<file path="src/design/audio_macros.svh">
`ifndef AUDIO_MACROS_SVH
`define AUDIO_MACROS_SVH

// sample memory word address bits
`define AUDIO_ADDR_W 16

// one volume field, scale 0..127 in 1/128 steps
`define AUDIO_VOL_W 7

// frame counter bits, one mix frame is 2^8 clocks
`define AUDIO_FRAME_W 8

`endif

</file>
<file path="src/design/audio_pkg.sv">
`default_nettype none

`include "audio_macros.svh"

package audio_pkg;

    typedef logic [15:0] word_t;                    // two samples, high byte plays first
    typedef logic [`AUDIO_ADDR_W-1:0] addr_t;      // sample memory word address
    typedef logic signed [7:0] sample_t;           // signed 8-bit pcm
    typedef logic [`AUDIO_VOL_W-1:0] vol_t;        // unsigned, 127 is near unity

    typedef enum logic {
        FETCH_IDLE = 1'b0,                          // spare word full or voice off
        FETCH_WAIT = 1'b1                           // request out, waiting for ack
    } fetch_state_e;

    typedef enum logic [1:0] {
        ARB_IDLE  = 2'd0,                           // no grant
        ARB_BUSY0 = 2'd1,                           // port granted to voice 0
        ARB_BUSY1 = 2'd2                            // port granted to voice 1
    } arb_state_e;

endpackage

`default_nettype wire

</file>
<file path="src/design/audio_fetch_if.sv">
`default_nettype none

interface audio_fetch_if;
    logic               fetch_req;      // held high until fetch_ack
    audio_pkg::addr_t   fetch_addr;     // stable while fetch_req is high
    logic               fetch_ack;      // single cycle, word valid with it
    audio_pkg::word_t   fetch_word;     // returned sample word

    modport voice (
        output fetch_req, fetch_addr,
        input  fetch_ack, fetch_word
    );

    modport arbiter (
        input  fetch_req, fetch_addr,
        output fetch_ack, fetch_word
    );
endinterface

`default_nettype wire

</file>
<file path="src/design/audio_voice.sv">
`default_nettype none

module audio_voice (
    input  wire logic               clk,
    input  wire logic               reset_i,
    input  wire logic               enable_i,   // low parks the voice at start_i
    input  wire logic               frame_i,    // frame tick from the mixer
    input  wire audio_pkg::addr_t   start_i,
    input  wire logic [15:0]        len_i,      // loop length in words
    input  wire logic [15:0]        period_i,   // each byte lasts period_i+1 frames
    audio_fetch_if.voice            fetch,
    output audio_pkg::sample_t      sample_o,
    output logic                    reload_o    // one cycle when the walk wraps
);
    audio_pkg::fetch_state_e fetch_state;
    audio_pkg::word_t        cur_word;          // word being played
    audio_pkg::word_t        spare_word;        // prefetched next word
    audio_pkg::addr_t        addr;              // address of the word to fetch next
    logic                    cur_valid;
    logic                    spare_valid;
    logic                    low_byte;          // next byte step plays bits 7:0
    logic                    discard;           // disabled while a fetch was in flight
    logic [15:0]             len_cnt;           // words left from addr to loop end
    logic [15:0]             period_cnt;
    logic                    byte_step;
    logic                    word_done;
    logic                    move;
    logic                    issue;
    logic                    take_word;

    always_comb begin
        byte_step = frame_i && (period_cnt == 16'd0) && cur_valid;  // no word, no advance
        word_done = byte_step && low_byte;                          // second byte of the word
        move      = spare_valid && (!cur_valid || word_done);       // spare becomes current
        issue     = (fetch_state == audio_pkg::FETCH_IDLE) && enable_i && !spare_valid;
        take_word = (fetch_state == audio_pkg::FETCH_WAIT) && fetch.fetch_ack
                    && enable_i && !discard;
    end

    always_ff @(posedge clk) begin
        if (reset_i) begin
            fetch_state     <= audio_pkg::FETCH_IDLE;
            fetch.fetch_req <= 1'b0;
            discard         <= 1'b0;
            addr            <= '0;
            len_cnt         <= '0;
            period_cnt      <= '0;
            cur_valid       <= 1'b0;
            spare_valid     <= 1'b0;
            low_byte        <= 1'b0;
            sample_o        <= '0;
            reload_o        <= 1'b0;
        end else begin
            reload_o <= 1'b0;
            if (!enable_i) begin
                addr        <= start_i;         // restart the walk on enable
                len_cnt     <= len_i;
                period_cnt  <= '0;              // first byte at the first tick once ready
                cur_valid   <= 1'b0;
                spare_valid <= 1'b0;
                low_byte    <= 1'b0;
                sample_o    <= '0;
            end else begin
                if (frame_i) begin
                    period_cnt <= (period_cnt == 16'd0) ? period_i : period_cnt - 16'd1;
                end
                if (byte_step) begin
                    sample_o <= low_byte ? cur_word[7:0] : cur_word[15:8];
                    low_byte <= !low_byte;
                end
                if (word_done) cur_valid <= 1'b0;
                if (move) begin
                    cur_valid   <= 1'b1;
                    spare_valid <= 1'b0;
                    if (len_cnt <= 16'd1) begin     // last word of the loop went out
                        addr     <= start_i;
                        len_cnt  <= len_i;
                        reload_o <= 1'b1;
                    end else begin
                        addr    <= addr + 1'b1;
                        len_cnt <= len_cnt - 16'd1;
                    end
                end
                if (take_word) spare_valid <= 1'b1;
            end

            case (fetch_state)
                audio_pkg::FETCH_IDLE: begin
                    if (issue) begin
                        fetch.fetch_req <= 1'b1;
                        fetch_state     <= audio_pkg::FETCH_WAIT;
                    end
                end
                audio_pkg::FETCH_WAIT: begin
                    if (!enable_i) discard <= 1'b1;   // word arrives stale, drop it
                    if (fetch.fetch_ack) begin
                        fetch.fetch_req <= 1'b0;      // low the cycle after ack
                        discard         <= 1'b0;
                        fetch_state     <= audio_pkg::FETCH_IDLE;
                    end
                end
                default: fetch_state <= audio_pkg::FETCH_IDLE;
            endcase
        end
    end

    always_ff @(posedge clk) begin
        if (issue) fetch.fetch_addr <= addr;        // held for the whole request
        if (take_word) spare_word <= fetch.fetch_word;
        if (move) cur_word <= spare_word;
    end

endmodule

`default_nettype wire

</file>
<file path="src/design/audio_dma_arb.sv">
`default_nettype none

module audio_dma_arb (
    input  wire logic               clk,
    input  wire logic               reset_i,
    audio_fetch_if.arbiter          voice0,
    audio_fetch_if.arbiter          voice1,
    output logic                    fetch_o,    // held until ack_i
    output audio_pkg::addr_t        addr_o,
    input  wire logic               ack_i,      // one cycle, word_i valid
    input  wire audio_pkg::word_t   word_i
);
    audio_pkg::arb_state_e state;
    logic                  last1;               // voice 1 had the last grant

    always_ff @(posedge clk) begin
        if (reset_i) begin
            state <= audio_pkg::ARB_IDLE;
            last1 <= 1'b0;
        end else begin
            case (state)
                audio_pkg::ARB_IDLE: begin
                    if (voice0.fetch_req && (!voice1.fetch_req || last1)) begin
                        state <= audio_pkg::ARB_BUSY0;
                    end else if (voice1.fetch_req) begin
                        state <= audio_pkg::ARB_BUSY1;
                    end
                end
                audio_pkg::ARB_BUSY0: begin
                    if (ack_i) begin
                        state <= audio_pkg::ARB_IDLE;   // voice drops req this edge too
                        last1 <= 1'b0;
                    end
                end
                audio_pkg::ARB_BUSY1: begin
                    if (ack_i) begin
                        state <= audio_pkg::ARB_IDLE;
                        last1 <= 1'b1;
                    end
                end
                default: state <= audio_pkg::ARB_IDLE;
            endcase
        end
    end

    always_comb begin
        fetch_o           = (state != audio_pkg::ARB_IDLE);
        addr_o            = (state == audio_pkg::ARB_BUSY1) ? voice1.fetch_addr
                                                            : voice0.fetch_addr;
        voice0.fetch_ack  = ack_i && (state == audio_pkg::ARB_BUSY0);    // same-cycle return
        voice1.fetch_ack  = ack_i && (state == audio_pkg::ARB_BUSY1);
        voice0.fetch_word = (state == audio_pkg::ARB_BUSY0) ? word_i : '0;
        voice1.fetch_word = (state == audio_pkg::ARB_BUSY1) ? word_i : '0;
    end

endmodule

`default_nettype wire

</file>
<file path="src/design/audio_dac.sv">
`default_nettype none

module audio_dac #(
    parameter int WIDTH = 8
) (
    input  wire logic               clk,
    input  wire logic               reset_i,
    input  wire logic               clear_i,    // restart the accumulator, exact count per frame
    input  wire logic [WIDTH-1:0]   value_i,    // unsigned level
    output logic                    pdm_o
);
    logic [WIDTH-1:0] acc;
    logic [WIDTH:0]   sum;

    always_comb begin
        sum   = {1'b0, acc} + {1'b0, value_i};
        pdm_o = sum[WIDTH];                     // carry out is the pulse
    end

    // over 2^WIDTH cycles from a clear, carries add up to value_i exactly
    always_ff @(posedge clk) begin
        if (reset_i) begin
            acc <= '0;
        end else if (clear_i) begin
            acc <= '0;
        end else begin
            acc <= sum[WIDTH-1:0];
        end
    end

endmodule

`default_nettype wire

</file>
<file path="src/design/audio_mixer.sv">
`default_nettype none

`include "audio_macros.svh"

module audio_mixer (
    input  wire logic                   clk,
    input  wire logic                   reset_i,
    input  wire logic                   enable_i,
    input  wire audio_pkg::sample_t     sample0_i,
    input  wire audio_pkg::sample_t     sample1_i,
    input  wire audio_pkg::vol_t        vol0_l_i,
    input  wire audio_pkg::vol_t        vol0_r_i,
    input  wire audio_pkg::vol_t        vol1_l_i,
    input  wire audio_pkg::vol_t        vol1_r_i,
    output logic                        frame_o,    // one cycle every 2^AUDIO_FRAME_W clocks
    output logic                        pdm_l_o,
    output logic                        pdm_r_o
);
    logic [`AUDIO_FRAME_W-1:0] frame_cnt;
    logic [7:0]                mix_l;               // latched unsigned level, left
    logic [7:0]                mix_r;
    logic [7:0]                mix_l_next;
    logic [7:0]                mix_r_next;

    // scale, sum, >>>7, clamp, then flip the sign bit for the DAC
    function automatic logic [7:0] mix_side(
        input audio_pkg::sample_t s0,
        input audio_pkg::sample_t s1,
        input audio_pkg::vol_t    v0,
        input audio_pkg::vol_t    v1
    );
        logic signed [15:0] p0;
        logic signed [15:0] p1;
        logic signed [16:0] sum;
        logic signed [16:0] shifted;
        logic signed [7:0]  clamped;
        p0      = s0 * $signed({1'b0, v0});     // volume is zero-extended
        p1      = s1 * $signed({1'b0, v1});
        sum     = p0 + p1;
        shifted = sum >>> 7;
        if (shifted > 17'sd127) begin
            clamped = 8'sd127;
        end else if (shifted < -17'sd128) begin
            clamped = -8'sd128;
        end else begin
            clamped = shifted[7:0];
        end
        return {~clamped[7], clamped[6:0]};     // offset binary, 0x80 is silence
    endfunction

    always_comb begin
        frame_o    = (frame_cnt == '1);          // wrap cycle is the frame tick
        mix_l_next = mix_side(sample0_i, sample1_i, vol0_l_i, vol1_l_i);
        mix_r_next = mix_side(sample0_i, sample1_i, vol0_r_i, vol1_r_i);
    end

    always_ff @(posedge clk) begin
        if (reset_i) begin
            frame_cnt <= '0;
            mix_l     <= '0;
            mix_r     <= '0;
        end else begin
            frame_cnt <= frame_cnt + 1'b1;
            if (frame_o) begin                  // samples seen here are pre-step values
                mix_l <= enable_i ? mix_l_next : 8'd0;
                mix_r <= enable_i ? mix_r_next : 8'd0;
            end
        end
    end

    // both DACs restart with the tick, so each frame plays one latched level
    audio_dac #(.WIDTH(8)) dac_l (
        .clk     (clk),
        .reset_i (reset_i),
        .clear_i (frame_o),
        .value_i (mix_l),
        .pdm_o   (pdm_l_o)
    );

    audio_dac #(.WIDTH(8)) dac_r (
        .clk     (clk),
        .reset_i (reset_i),
        .clear_i (frame_o),
        .value_i (mix_r),
        .pdm_o   (pdm_r_o)
    );

endmodule

`default_nettype wire

</file>
<file path="src/design/audio_mixer_top.sv">
`default_nettype none

module audio_mixer_top (
    input  wire logic               clk,
    input  wire logic               reset_i,
    input  wire logic               enable_i,
    input  wire audio_pkg::addr_t   ch0_start_i,
    input  wire logic [15:0]        ch0_len_i,      // words
    input  wire logic [15:0]        ch0_period_i,   // frames per byte minus one
    input  wire audio_pkg::vol_t    ch0_vol_l_i,
    input  wire audio_pkg::vol_t    ch0_vol_r_i,
    output logic                    ch0_reload_o,
    input  wire audio_pkg::addr_t   ch1_start_i,
    input  wire logic [15:0]        ch1_len_i,
    input  wire logic [15:0]        ch1_period_i,
    input  wire audio_pkg::vol_t    ch1_vol_l_i,
    input  wire audio_pkg::vol_t    ch1_vol_r_i,
    output logic                    ch1_reload_o,
    output logic                    fetch_o,        // shared sample memory port
    output audio_pkg::addr_t        addr_o,
    input  wire logic               ack_i,
    input  wire audio_pkg::word_t   word_i,
    output logic                    frame_o,
    output logic                    pdm_l_o,
    output logic                    pdm_r_o
);
    audio_pkg::sample_t sample0;
    audio_pkg::sample_t sample1;

    audio_fetch_if fetch0 ();
    audio_fetch_if fetch1 ();

    audio_voice voice0 (
        .clk(clk), .reset_i(reset_i), .enable_i(enable_i), .frame_i(frame_o),
        .start_i(ch0_start_i), .len_i(ch0_len_i), .period_i(ch0_period_i),
        .fetch(fetch0), .sample_o(sample0), .reload_o(ch0_reload_o)
    );

    audio_voice voice1 (
        .clk(clk), .reset_i(reset_i), .enable_i(enable_i), .frame_i(frame_o),
        .start_i(ch1_start_i), .len_i(ch1_len_i), .period_i(ch1_period_i),
        .fetch(fetch1), .sample_o(sample1), .reload_o(ch1_reload_o)
    );

    audio_dma_arb dma_arb (
        .clk(clk), .reset_i(reset_i), .voice0(fetch0), .voice1(fetch1),
        .fetch_o(fetch_o), .addr_o(addr_o), .ack_i(ack_i), .word_i(word_i)
    );

    audio_mixer mixer (
        .clk(clk), .reset_i(reset_i), .enable_i(enable_i),
        .sample0_i(sample0), .sample1_i(sample1),
        .vol0_l_i(ch0_vol_l_i), .vol0_r_i(ch0_vol_r_i),
        .vol1_l_i(ch1_vol_l_i), .vol1_r_i(ch1_vol_r_i),
        .frame_o(frame_o), .pdm_l_o(pdm_l_o), .pdm_r_o(pdm_r_o)
    );

endmodule

`default_nettype wire

</file>
<file path="config.mk">
export PLATFORM = sky130hd
export DESIGN_NAME = audio_mixer_top
export DESIGN_NICKNAME = d
export VERILOG_FILES = /design/src/design/audio_pkg.sv /design/src/design/audio_fetch_if.sv /design/src/design/audio_voice.sv /design/src/design/audio_dma_arb.sv /design/src/design/audio_dac.sv /design/src/design/audio_mixer.sv /design/src/design/audio_mixer_top.sv
export VERILOG_INCLUDE_DIRS = /design/src /design/src/design
export SDC_FILE = /design/constraint.sdc
export NUM_CORES = 1
export LEC_CHECK = 0
export ABC_AREA = 1
export BUFFER_PORTS_ARGS = -buffer_cell sky130_fd_sc_hd__buf_2
export CORE_AREA = 2 2 282 284
export DETAILED_ROUTE_END_ITERATION = 7
export DIE_AREA = 0 0 284 286
export PLACE_DENSITY = 0.48
export SYNTH_ARGS = -nofsm -noshare
export SYNTH_HDL_FRONTEND = slang
export SYNTH_SLANG_ARGS = --single-unit
</file>
<file path="constraint.sdc">
create_clock -name clk -period 6.7 [get_ports clk]
set_input_delay 1.34 -clock clk [delete_from_list [all_inputs] [get_ports clk]]
set_output_delay 1.34 -clock clk [all_outputs]
set_load 0.01 [all_outputs]
</file>
==> flow_summary.toml <==
[finish]
final_util_pct = 33.6
mostFrequentLayoutCell = "nand2_1"
n_fill_cell = 8587
drive_above_1_share_pct = 10.3
nNetsFinal = 3717
area_growth_pct = 13.5
stdcell_area_um2 = 26300
layout_common_cells = "nand2_1 (785), inv_1 (700), fa_1 (244)"

[global_routing]
track_usage_pct = 15.1
use_met3_pct = 3.35
top_usage_layer = "met2"
grt_max_degree = 51
overflow = 0
grt_pass1_wl_mm = 99.2
grt_pass1_vias = 18602
antenna_found_initial = 23
grt_util_met2_pct = 25.3
met1_usage_pct = 20.1

[yosys]
synth_seq_cells = 265
syn_area_um2 = 23200
synth_top_flop_cell = "dfxtp_1"
synth_top_family_by_area = "adder cells"
synthAdderAreaFrac_pct = 28.3
yosysTopAreaCell = "fa_1"
synth-simple-area-share_pct = 20.7
synthMuxAreaShare_pct = 0.776
yosys_warnings = 0
synthArstFlopShare_pct = 0
synthTopCellsByArea = "fa_1 (21%), dfxtp_1 (15%), nand2_1 (13%)"
syn-num-nets = 3563
synth_area_per_cell_um2 = 7.63
synth_xor_area_share_pct = 2.42
seq_area_frac_synth_pct = 27.0
yosysUniqueCellTypes = 50
yosys.area.top_type_share_pct = 21.1
syn_inst = 3041
synth_edf_count = 96
synth-compound-area-share_pct = 7.44

[worst_setup_path]
r2r_end = "mixer.mix_r[2]"
crit_top_cell = "nand2_1"
arrival_ns = 6.64
reg2reg_slack_ns = 0.75
crit_type = "input pin to register"
cp-end-kind = "register"
rr_startpoint = "voice0.sample_o[7]"
cp_slowest_stage_delay_ns = 0.61
critPathRequiredTime_ns = 7.22
path_max_fanout = 7
critPathSlowestCell = "fa_1"
cp-start-kind = "input pin"
reg2reg_depth = 28

[min_path]
min_from = "voice1.spare_word[12]"
holdPathEnd = "voice1.cur_word[12]"
hold_class = "register to register"
min_path_cells = 0

[placement]
dp_slack_ns = -0.00527
post_dp_cell_area_um2 = 25400
dp.final_hpwl_mm = 47.4
gp_congestion = 0.817
portBuffers = 165

[detailed_routing]
drt-pass1-iter-count = 6
wl_mm = 59.9
drt-wirelength-per-cell_um = 14.0
drc = 0
vias_per_cell = 4.28
antenna_left = 0
num_vias = 18322
drt_iter0_markers = 807

[timing]
finalMaxSlewViolations = 0
tightest_slew_ns = 0.897
worst_slack_ns = 0.576
fin_skew_ns = 0.0160
fin_crit_sh_pct = 91.4
hold_viol_final = 0
fmax_ghz = 0.163
relSlewSlack_pct = 40.0
rsz0062_at_grt = "false"
fin_crit_ns = 6.12
fin_setup_tns_ns = 0
finalSetupViolCount = 0

[clock_network]
clock_latency_ns = 0.57
cts-root-buf = "clkbuf_16"
post_cts_resized = 0
cts_buffers = 30
htree_num_levels = 1
post_cts_buffers = 0
cts.clk_slew.worst_paths_ns = 0.06
cts.sinks = 265
clk_path_buf_depth = 3
cts_tree = "built"
holdBufCountCts = 0

[power_and_ir_drop]
power_frac_seq_pct = 46.8
p_clk_share_pct = 42.7
switching_share_pct = 26.0
pwr-share-comb_pct = 10.5
fin_total_pwr_w = 0.00377
ir_drop_mv = 0.197
netSwitchingPower_w = 0.000981
powerDensity_nw_per_um2 = 143
leakage_nw = 14.3
p_int_w = 0.00279

[die]
start_util_pct = 29.6
io_pins = 166
die_x_um = 284
die_h_um = 286
die_area_um2 = 81200
coreArea_um2 = 78400
rows = 103

[flow_run]
maxCapViolCount = 0

[status]
status = "complete, no violations"
## area by class of cell
cell class / instances / area, µm² / area share [%]
clock inverters: 16 / 144 / 0.546
repair buffers: 227 / 1290 / 4.90
diodes: 8 / 20.0 / 0.0760
flip-flops and latches: 265 / 6270 / 23.8
clock buffers: 40 / 808 / 3.07
well taps: 1050 / 1310 / 4.99
inverters: 707 / 2650 / 10.1
multi-input cells: 1964 / 13800 / 52.6
## synthesized netlist by cell type, types with 3 or more instances
| cell type | instances |
|---|---|
| buf_6 | 6 |
| o21ai_0 | 130 |
| fa_1 | 244 |
| nor3_1 | 41 |
| or2_2 | 6 |
| inv_2 | 4 |
| o21a_1 | 3 |
| o211ai_1 | 13 |
| a22oi_1 | 5 |
| a21oi_1 | 98 |
| nor3b_1 | 5 |
| xnor2_1 | 28 |
| ha_1 | 134 |
| a21oi_2 | 5 |
| o21ai_1 | 26 |
| clkbuf_1 | 84 |
| edfxtp_1 | 96 |
| nand4_1 | 6 |
| a31oi_1 | 16 |
| nor2_2 | 4 |
| mux2_2 | 16 |
| a21o_1 | 7 |
| dfxtp_1 | 169 |
| nand2_1 | 785 |
| clkbuf_2 | 4 |
| buf_2 | 10 |
| nand3_1 | 77 |
| inv_1 | 701 |
| and3_1 | 3 |
| o31ai_1 | 5 |
| nor4_1 | 4 |
| nand2_2 | 5 |
| xor2_1 | 36 |
| nor2_1 | 243 |
## per-stage QoR
step	hold slack, ns	instances
global route	0.419	4273
global placement	0.403	4213
floorplan	0.400	3041
detailed placement	0.405	4213
finish	0.412	4277
CTS	0.417	4269
## cell families (layout without fill, tap and decap cells)
logic type | Yosys count | count (layout)
AO/OA/AOI/OAI | 315 | 315
XOR/XNOR | 64 | 64
adder cells (fa/ha/maj) | 378 | 378
buffers and inverters | 812 | 990
flip-flops | 265 | 265
multiplexers | 16 | 16
other | 0 | 8
AND/OR/NAND/NOR | 1191 | 1191
## worst max-delay path by stage
stage                               from        endpoint  slack, ns  cells after the start
final                     ch0_vol_l_i[4]  mixer.mix_l[3]       0.58                     27
after detailed placement  ch0_vol_l_i[4]  mixer.mix_l[3]     -0.005                     27
after global routing      ch0_vol_l_i[4]  mixer.mix_l[3]       0.19                     27
after CTS                 ch0_vol_l_i[4]  mixer.mix_l[3]       0.59                     27
after global placement    ch0_vol_l_i[4]  mixer.mix_l[6]       0.05                     27
after floorplan           ch0_vol_r_i[1]  mixer.mix_r[0]       0.39                     27
## routing by layer
metal / vias up / share of wire [%]
met3: 82 / 5.3
met1: 8481 / 47
met4: 28 / 1.5
li1: 9477 / -
met2: 254 / 46
met5: - / 0.29
## power by group through the flow
stage,registers (W),logic [W],clock network [W]
after CTS,0.00177,0.000403,0.00168
after detailed placement,0.00180,0.000400,0
after floorplan,0.00179,0.000264,0
after global placement,0.00180,0.000401,0
after global routing,0.00177,0.000454,0.00174
final,0.00177,0.000396,0.00161
## critical path, delay by kind of cell
family	cells	cell delay, ns
adders and majority gates	7	3.45
buffers and inverters	7	0.54
and+or+nand+nor	13	1.28
No activity file was read; power rests on OpenSTA's default activity.
